==> config.mk <==
export PLATFORM = sky130hd
export DESIGN_NAME = nr_marker_gen
export DESIGN_NICKNAME = d
export VERILOG_FILES = /design/src/design/nr_timing_pkg.sv /design/src/design/nr_marker_gen.sv /design/src/design/symbol_timer.sv /design/src/design/frame_timer.sv
export SDC_FILE = /design/constraint.sdc
export NUM_CORES = 1
export LEC_CHECK = 0
export ABC_AREA = 1
export BUFFER_PORTS_ARGS = -buffer_cell sky130_fd_sc_hd__buf_2
export CORE_ASPECT_RATIO = 1.2
export CORE_UTILIZATION = 40
export CTS_BUF_LIST = sky130_fd_sc_hd__clkbuf_4
export CTS_CLUSTER_SIZE = 28
export DETAILED_ROUTE_END_ITERATION = 8
export PLACE_DENSITY = 0.59
export SLEW_MARGIN = 0
export SYNTH_ARGS = -nofsm -noshare
export SYNTH_HDL_FRONTEND = slang
export SYNTH_SLANG_ARGS = --single-unit
==> constraint.sdc <==
create_clock -name clk -period 5.4 [get_ports clk]
set_clock_uncertainty 0.15 [all_clocks]
set_input_delay 0.81 -clock clk [delete_from_list [all_inputs] [get_ports clk]]
set_output_delay 0.81 -clock clk [all_outputs]
set_load 0.02 [all_outputs]
==> src/design/nr_timing_pkg.sv <==
package nr_timing_pkg;

    // count widths sized for 122.88 MS/s, the scaled test lengths fit as well
    localparam int frame_cnt_w   = 23;  // 10 ms = 1228800 samples
    localparam int sf_cnt_w      = 19;  // 1 ms = 122880 samples
    localparam int slot_cnt_w    = 18;  // 0.5 ms = 61440 samples
    localparam int sym_cnt_w     = 16;  // longest symbol including cp
    localparam int sf_idx_w      = 4;   // subframe 0..9
    localparam int slot_idx_w    = 5;   // slot 0..19
    localparam int sym_idx_w     = 4;   // symbol 0..13
    localparam int syms_per_slot = 14;  // normal cp only

    // frame level timing, all fields registered together
    typedef struct packed {
        logic                  frame_stb;   // one cycle at frame start
        logic [frame_cnt_w-1:0] frame_cnt;  // sample within frame
        logic                  sf_stb;      // one cycle every subframe
        logic [sf_cnt_w-1:0]   sf_cnt;      // sample within subframe
        logic [sf_idx_w-1:0]   sf_idx;
        logic                  slot_stb;    // one cycle every slot
        logic [slot_cnt_w-1:0] slot_cnt;    // sample within slot
        logic [slot_idx_w-1:0] slot_idx;
    } frame_timing_t;

    // symbol level timing, lines up with the slot strobe above
    typedef struct packed {
        logic                  sym_stb;     // first sample of a symbol
        logic                  pre_stb;     // one cycle ahead of sym_stb
        logic [sym_cnt_w-1:0]  sym_cnt;     // sample within symbol
        logic [sym_idx_w-1:0]  sym_idx;
        logic                  cp_win;      // high over the cyclic prefix
        logic                  sym4x_stb;   // quarter symbol ticks
    } symbol_timing_t;

    // 72 bits and 24 bits wide

endpackage
==> src/design/nr_marker_gen.sv <==
`timescale 1ns/10ps

module nr_marker_gen #(
    parameter int unsigned slot_len            = 61440,  // 0.5 ms at 122.88 MS/s
    parameter int unsigned slots_per_subframe  = 2,
    parameter int unsigned subframes_per_frame = 10,
    parameter int unsigned sym_len_first       = 4448,   // 4096 + 352
    parameter int unsigned sym_len             = 4384,   // 4096 + 288
    parameter int unsigned cp_len_first        = 352,
    parameter int unsigned cp_len              = 288
) (
    input  logic                          clk,
    input  logic                          rst_n,
    input  logic                          car_en,    // carrier enable
    input  logic                          frm_mrkr,  // 10 ms frame pulse
    output nr_timing_pkg::frame_timing_t  frame,     // frame, subframe, slot
    output nr_timing_pkg::symbol_timing_t symbol     // symbol, cp, 4x
);

    import nr_timing_pkg::*;

    logic                  run;         // enable latch state
    logic [slot_cnt_w-1:0] slot_pos;    // live slot count
    logic                  slot_start;  // live slot wrap

    // counters and frame level strobes
    frame_timer #(
        .slot_len            (slot_len),
        .slots_per_subframe  (slots_per_subframe),
        .subframes_per_frame (subframes_per_frame)
    ) i_frame_timer (
        .clk        (clk),
        .rst_n      (rst_n),
        .car_en     (car_en),
        .frm_mrkr   (frm_mrkr),
        .run        (run),
        .slot_pos   (slot_pos),
        .slot_start (slot_start),
        .frame      (frame)
    );

    // symbol placement inside each slot
    symbol_timer #(
        .sym_len_first (sym_len_first),
        .sym_len       (sym_len),
        .cp_len_first  (cp_len_first),
        .cp_len        (cp_len)
    ) i_symbol_timer (
        .clk        (clk),
        .rst_n      (rst_n),
        .run        (run),
        .slot_pos   (slot_pos),
        .slot_start (slot_start),
        .symbol     (symbol)
    );

endmodule

==> src/design/symbol_timer.sv <==
`timescale 1ns/10ps

module symbol_timer #(
    parameter int unsigned sym_len_first = 4448,  // symbol 0 incl cp
    parameter int unsigned sym_len       = 4384,  // symbols 1..13 incl cp
    parameter int unsigned cp_len_first  = 352,
    parameter int unsigned cp_len        = 288
) (
    input  logic                                 clk,
    input  logic                                 rst_n,
    input  logic                                 run,         // from frame timer
    input  logic [nr_timing_pkg::slot_cnt_w-1:0] slot_pos,    // live slot sample
    input  logic                                 slot_start,  // live slot wrap
    output nr_timing_pkg::symbol_timing_t        symbol
);

    import nr_timing_pkg::*;

    // boundary arithmetic is done in slot sample units
    localparam logic [slot_cnt_w-1:0] first_bnd = slot_cnt_w'(sym_len_first);
    localparam logic [slot_cnt_w-1:0] bnd_step  = slot_cnt_w'(sym_len);

    // per symbol lengths in symbol sample units
    localparam logic [sym_cnt_w-1:0] len_first = sym_cnt_w'(sym_len_first);
    localparam logic [sym_cnt_w-1:0] len_norm  = sym_cnt_w'(sym_len);
    localparam logic [sym_cnt_w-1:0] cp_first  = sym_cnt_w'(cp_len_first);
    localparam logic [sym_cnt_w-1:0] cp_norm   = sym_cnt_w'(cp_len);

    logic [slot_cnt_w-1:0] next_bnd;   // slot position of the next symbol start
    logic [slot_cnt_w-1:0] prev_bnd;   // slot position of the current symbol start
    logic                  at_bnd;     // live position hits the next boundary
    logic                  pre_bnd;    // one sample before the next boundary
    logic                  first_sym;  // current symbol is symbol 0
    logic [sym_cnt_w-1:0]  cur_len;
    logic [sym_cnt_w-1:0]  cur_cp;
    logic [sym_cnt_w-1:0]  sym_off;    // live offset into current symbol
    logic [sym_cnt_w-1:0]  q1_off;
    logic [sym_cnt_w-1:0]  q2_off;
    logic [sym_cnt_w-1:0]  q3_off;

    assign at_bnd  = (slot_pos == next_bnd);
    // after symbol 13 next_bnd equals the slot length, so this also
    // catches the last sample before the slot wraps
    assign pre_bnd = (slot_pos == next_bnd - slot_cnt_w'(1));

    // first or normal lengths, picked from the registered index
    assign first_sym = (symbol.sym_idx == '0);
    assign cur_len   = first_sym ? len_first : len_norm;
    assign cur_cp    = first_sym ? cp_first : cp_norm;

    // offset stays below one symbol length, truncation is safe
    assign sym_off = sym_cnt_w'(slot_pos - prev_bnd);

    // quarter points, lengths are multiples of 4
    assign q1_off = cur_len >> 2;
    assign q2_off = cur_len >> 1;
    assign q3_off = q1_off + q2_off;

    always_ff @(posedge clk) begin
        if (!rst_n || !run) begin
            next_bnd <= first_bnd;
            prev_bnd <= '0;
            symbol   <= '0;                      // quiet while idle
        end else if (slot_start) begin           // slot wrap or realign, symbol 0
            next_bnd         <= first_bnd;
            prev_bnd         <= '0;
            symbol.sym_stb   <= 1'b1;
            symbol.pre_stb   <= 1'b0;
            symbol.sym_cnt   <= '0;
            symbol.sym_idx   <= '0;
            symbol.cp_win    <= 1'b1;
            symbol.sym4x_stb <= 1'b1;
        end else if (at_bnd) begin               // symbols 1..13
            next_bnd         <= next_bnd + bnd_step;
            prev_bnd         <= next_bnd;
            symbol.sym_stb   <= 1'b1;
            symbol.pre_stb   <= 1'b0;
            symbol.sym_cnt   <= '0;
            symbol.sym_idx   <= symbol.sym_idx + 1'b1;
            symbol.cp_win    <= 1'b1;
            symbol.sym4x_stb <= 1'b1;
        end else begin
            symbol.sym_stb   <= 1'b0;
            symbol.pre_stb   <= pre_bnd;
            symbol.sym_cnt   <= sym_off;
            symbol.cp_win    <= (sym_off < cur_cp);
            symbol.sym4x_stb <= (sym_off == q1_off) ||
                                (sym_off == q2_off) ||
                                (sym_off == q3_off);
        end
    end

    // index never passes the last symbol of the slot
    a_sym_idx_range : assert property (@(posedge clk) disable iff (!rst_n)
        symbol.sym_idx < sym_idx_w'(syms_per_slot))
        else $error("symbol index %0d out of range", symbol.sym_idx);

    // a pre strobe is followed by a symbol strobe unless the carrier went off
    a_pre_then_sym : assert property (@(posedge clk) disable iff (!rst_n)
        (symbol.pre_stb && run) |=> symbol.sym_stb)
        else $error("pre symbol strobe not followed by symbol strobe");

endmodule

==> src/design/frame_timer.sv <==
`timescale 1ns/10ps

module frame_timer #(
    parameter int unsigned slot_len            = 61440,  // samples per slot
    parameter int unsigned slots_per_subframe  = 2,
    parameter int unsigned subframes_per_frame = 10
) (
    input  logic                                 clk,
    input  logic                                 rst_n,
    input  logic                                 car_en,      // carrier enable
    input  logic                                 frm_mrkr,    // 10 ms pulse
    output logic                                 run,         // timing active
    output logic [nr_timing_pkg::slot_cnt_w-1:0] slot_pos,    // live slot sample
    output logic                                 slot_start,  // live slot wrap
    output nr_timing_pkg::frame_timing_t         frame
);

    import nr_timing_pkg::*;

    localparam int unsigned sf_len          = slot_len * slots_per_subframe;
    localparam int unsigned frame_len       = sf_len * subframes_per_frame;
    localparam int unsigned slots_per_frame = slots_per_subframe * subframes_per_frame;

    // last sample of each period, where the counter wraps
    localparam logic [frame_cnt_w-1:0] frame_last = frame_cnt_w'(frame_len - 1);
    localparam logic [sf_cnt_w-1:0]    sf_last    = sf_cnt_w'(sf_len - 1);
    localparam logic [slot_cnt_w-1:0]  slot_last  = slot_cnt_w'(slot_len - 1);
    localparam logic [slot_idx_w-1:0]  slot_idx_max = slot_idx_w'(slots_per_frame - 1);

    logic                   align;        // marker taken while carrier is on
    logic [frame_cnt_w-1:0] frame_pos;    // live frame sample count
    logic [sf_cnt_w-1:0]    sf_pos;       // live subframe sample count
    logic                   frame_start;
    logic                   sf_start;

    assign align = frm_mrkr & car_en;

    // enable latch, set by an accepted marker and held until car_en drops
    always_ff @(posedge clk) begin
        if (!rst_n) begin
            run <= 1'b0;
        end else if (align) begin
            run <= 1'b1;
        end else if (!car_en) begin
            run <= 1'b0;
        end
    end

    // sample counters
    // a marker restarts all three at once, so a mid frame marker realigns them
    always_ff @(posedge clk) begin
        if (!rst_n || align || !run) begin
            frame_pos <= '0;
            sf_pos    <= '0;
            slot_pos  <= '0;
        end else begin
            frame_pos <= (frame_pos == frame_last) ? '0 : frame_pos + 1'b1;
            sf_pos    <= (sf_pos == sf_last) ? '0 : sf_pos + 1'b1;
            slot_pos  <= (slot_pos == slot_last) ? '0 : slot_pos + 1'b1;
        end
    end

    // counters sit at 0 while idle, so every start is qualified with run
    assign frame_start = run && (frame_pos == '0);
    assign sf_start    = run && (sf_pos == '0);
    assign slot_start  = run && (slot_pos == '0);

    // output stage, one cycle behind the live counters
    always_ff @(posedge clk) begin
        if (!rst_n || !run) begin
            frame <= '0;                              // idle, all quiet
        end else begin
            frame.frame_stb <= frame_start;
            frame.frame_cnt <= frame_pos;
            frame.sf_stb    <= sf_start;
            frame.sf_cnt    <= sf_pos;
            frame.slot_stb  <= slot_start;
            frame.slot_cnt  <= slot_pos;
            if (frame_start) begin                    // indices restart per frame
                frame.sf_idx   <= '0;
                frame.slot_idx <= '0;
            end else begin
                if (sf_start) begin
                    frame.sf_idx <= frame.sf_idx + 1'b1;
                end
                if (slot_start) begin
                    frame.slot_idx <= frame.slot_idx + 1'b1;
                end
            end
        end
    end

    // slot index never runs past the last slot of the frame
    a_slot_idx_range : assert property (@(posedge clk) disable iff (!rst_n)
        frame.slot_idx <= slot_idx_max)
        else $error("slot index %0d out of range", frame.slot_idx);

    // subframe boundaries are always slot boundaries
    a_sf_on_slot : assert property (@(posedge clk) disable iff (!rst_n)
        frame.sf_stb |-> frame.slot_stb)
        else $error("subframe strobe without slot strobe");

endmodule

==> flow_metrics.tcl <==
set metrics [dict create \
    outcome "finished, final reports clean" \
    grt_usage 0.195 \
    io_buffers 99 \
    final_nets 1249 \
    cts-root-buf "clkbuf_4" \
    ys_seq_area_frac 0.439 \
    p_sw_mw 0.550 \
    synth-seq-cells 181 \
    grt_remaining_overflow 0 \
    fillers 2170 \
    cts_sinks 181 \
    post-dp-hpwl_um 15000 \
    crit_arrival_ps 3160 \
    cts_buffer_depth 2 \
    clk_pin_slew_ps 160 \
    hold_buffers 0 \
    die_w_um 133 \
    slew_viol_final 0 \
    synthesis.area_mm2 0.00825 \
    path_class "reg -> reg" \
    die_y_um 159 \
    reg2reg_from "i_frame_timer.slot_pos[5]$_SDFF_PP0_" \
    first_pass_iters 5 \
    worstHoldStart "car_en" \
    critPathMaxFanout 6 \
    comb_power_share 0.014 \
    syn-num-nets 1157 \
    worstMarginPinSlew_ps 800 \
    start_util 0.407 \
    internal_power_mw 1.60 \
    p_per_area_mw_per_mm2 232 \
    r2r_cells 15 \
    grt_setup_unrepaired "no" \
    holdCritPathClass "in -> reg" \
    cp-endpoint "i_symbol_timer.symbol[0]$_SDFF_PP0_" \
    drc_errors 0 \
    post_cts_buffers 0 \
    required_ps 5780 \
    grt_pass1_vias 6985 \
    post_cts_resized 0 \
    synth_cell_types 42 \
    p_seq_frac 0.624 \
    cts_tree "done" \
    synth_cells 1129 \
    wl_per_cell_um 13.3 \
    ys_warn_count 0 \
    core_region_area_mm2 0.0203 \
    drv_cap 0 \
    setup_violations 0 \
    grt_max_degree 68 \
    grt_first_pass_wirelength_um 33200 \
    wl_um 20000 \
    hold_viol_final 0 \
    startpoint_type "register" \
    cp-end-kind "register" \
    vdd_drop_max_mv 0.122 \
    final_common_cell "nand2_1" \
    pwr-share-clk 0.361 \
    syn2layout_area_growth_pct 12.2 \
    num_io_pins 100 \
    h-tree-depth 4 \
    cts_made_buffers 17 \
    tns_ps 0 \
    netSwitchingFraction 0.256 \
    reg2reg_setup_slack_ps 2620 \
    via_count 7231 \
    viasPerCell 4.82 \
    row_count 57 \
    synthFlopType "dfxtp_1" \
    p_leak_nw 4.01 \
    cp-startpoint "i_frame_timer.slot_pos[5]$_SDFF_PP0_" \
    clock_latency_ps 580 \
    syn_avg_cell_area_um2 7.31 \
    max_freq_mhz 360 \
    mostFrequentLayoutCells "nand2_1, nor2_1, dfxtp_1" \
    antenna_found_initial 1 \
    reg2reg_to "i_symbol_timer.symbol[0]$_SDFF_PP0_" \
    postRouteAntennaNets 0 \
    final_layout_size_suffix_gt1_frac 0.129 \
    asyncSetResetFlopFracSynth 0 \
    synth_edf_count 0 \
    maxSlewHeadroom 0.467 \
    min_period_ps 2780 \
    drt_iter0_markers 266 \
    die-area_mm2 0.0212 \
    finalPower_mw 2.15 \
    gp_congestion 0.867 \
    finalCritPeriodShare 0.515 \
]
logic make-up after synthesis:
kind of cell	count (synthesis)	synth area share
AOI/OAI and AO/OA	91	0.0581
xor gates and xnor gates	54	0.0619
adders and majority gates	24	0.0373
buffers and inverters	177	0.0845
DFF	181	0.439
and+or+nand+nor	602	0.319
critical path: stages, from the launching register on:
cell and delay, ps:
dfxtp_1 420, inv_2 100, ha_1 200, inv_1 120, fa_1 470, ha_1 320
or2_2 290, nor2_1 100, nand2_1 60, nor2_1 80, nand3_1 70, nor2_1 90
nand2_1 50, nand2_1 60, nand3_1 60, nand2_1 60
cell type report:
class,count,area (µm²),share of cell area
timing repair buffer,100,503,0.0544
sequential,181,3620,0.392
tap,265,332,0.0358
clock inverter,15,166,0.0180
antenna,2,5.00,0.000541
multi-input combinational,771,3930,0.425
inverter,150,563,0.0609
clock buffer,17,128,0.0138
cell usage after synthesis (7+ instances only):
| master | instances | area [µm²] |
|---|---|---|
| nor2_2 | 7 | 43.8 |
| nand2_1 | 210 | 788 |
| o21ai_1 | 9 | 45.0 |
| nor2_1 | 205 | 769 |
| nor4_1 | 12 | 75.1 |
| inv_1 | 143 | 537 |
| xnor2_1 | 10 | 87.6 |
| buf_2 | 14 | 70.1 |
| ha_1 | 23 | 288 |
| a21oi_1 | 54 | 270 |
| nand3_1 | 68 | 340 |
| dfxtp_1 | 181 | 3620 |
| nand3b_1 | 9 | 67.6 |
| xor2_1 | 39 | 342 |
| nor3_1 | 39 | 195 |
| nand4_1 | 34 | 213 |
| o21ai_0 | 17 | 85.1 |
how the worst min path moves through the flow:
stage | depth (start not counted) | endpoint
after floorplan | 1 | i_frame_timer.sf_pos[0]$_SDFF_PP0_
after global placement | 1 | i_frame_timer.sf_pos[0]$_SDFF_PP0_
after detailed placement | 1 | i_frame_timer.sf_pos[0]$_SDFF_PP0_
after CTS | 2 | i_frame_timer.run$_SDFFE_PN0P_
after global routing | 2 | i_frame_timer.run$_SDFFE_PN0P_
final | 2 | i_frame_timer.run$_SDFFE_PN0P_
stage by stage:
stage / hold WS [ps] / worst slack [ps] / cells / area (µm²) / util
2_1_floorplan: 280 / 2870 / 1129 / 8250 / -
6_report: 301 / 2620 / 1501 / 9250 / 0.457
5_1_grt: 248 / 2380 / 1501 / 9250 / 0.457
3_3_place_gp: 293 / 2720 / 1467 / 8950 / 0.442
4_1_cts: 258 / 2640 / 1499 / 9250 / 0.456
3_5_place_dp: 300 / 2670 / 1467 / 8950 / 0.442
metal layers:
layer / wire length (µm) / global-route usage / vias to the layer above
met5: 0 / 0 / -
met4: 579 / 0.0831 / 0
met3: 951 / 0.0513 / 38
met2: 9770 / 0.336 / 132
met1: 8690 / 0.226 / 3282
li1: - / - / 3779
power groups by stage:
stage	clock [mW]	combinational (mW)	sequential, mW
after CTS	0.805	0.0311	1.34
after detailed placement	0	0.0311	1.37
after global placement	0	0.0305	1.37
after floorplan	0	0.0216	1.37
final	0.776	0.0304	1.34
after global routing	0.856	0.0340	1.34
registers in the layout (all words and copies together) (netlist names):
signal and flops:
i_frame_timer.frame_pos 23, i_frame_timer.sf_pos 19, i_frame_timer.slot_pos 18, i_symbol_timer.symbol 24
i_frame_timer.run 1, i_symbol_timer.next_bnd 13, i_symbol_timer.prev_bnd 11, i_frame_timer.frame 72
Power figures use the tool's default switching activity.
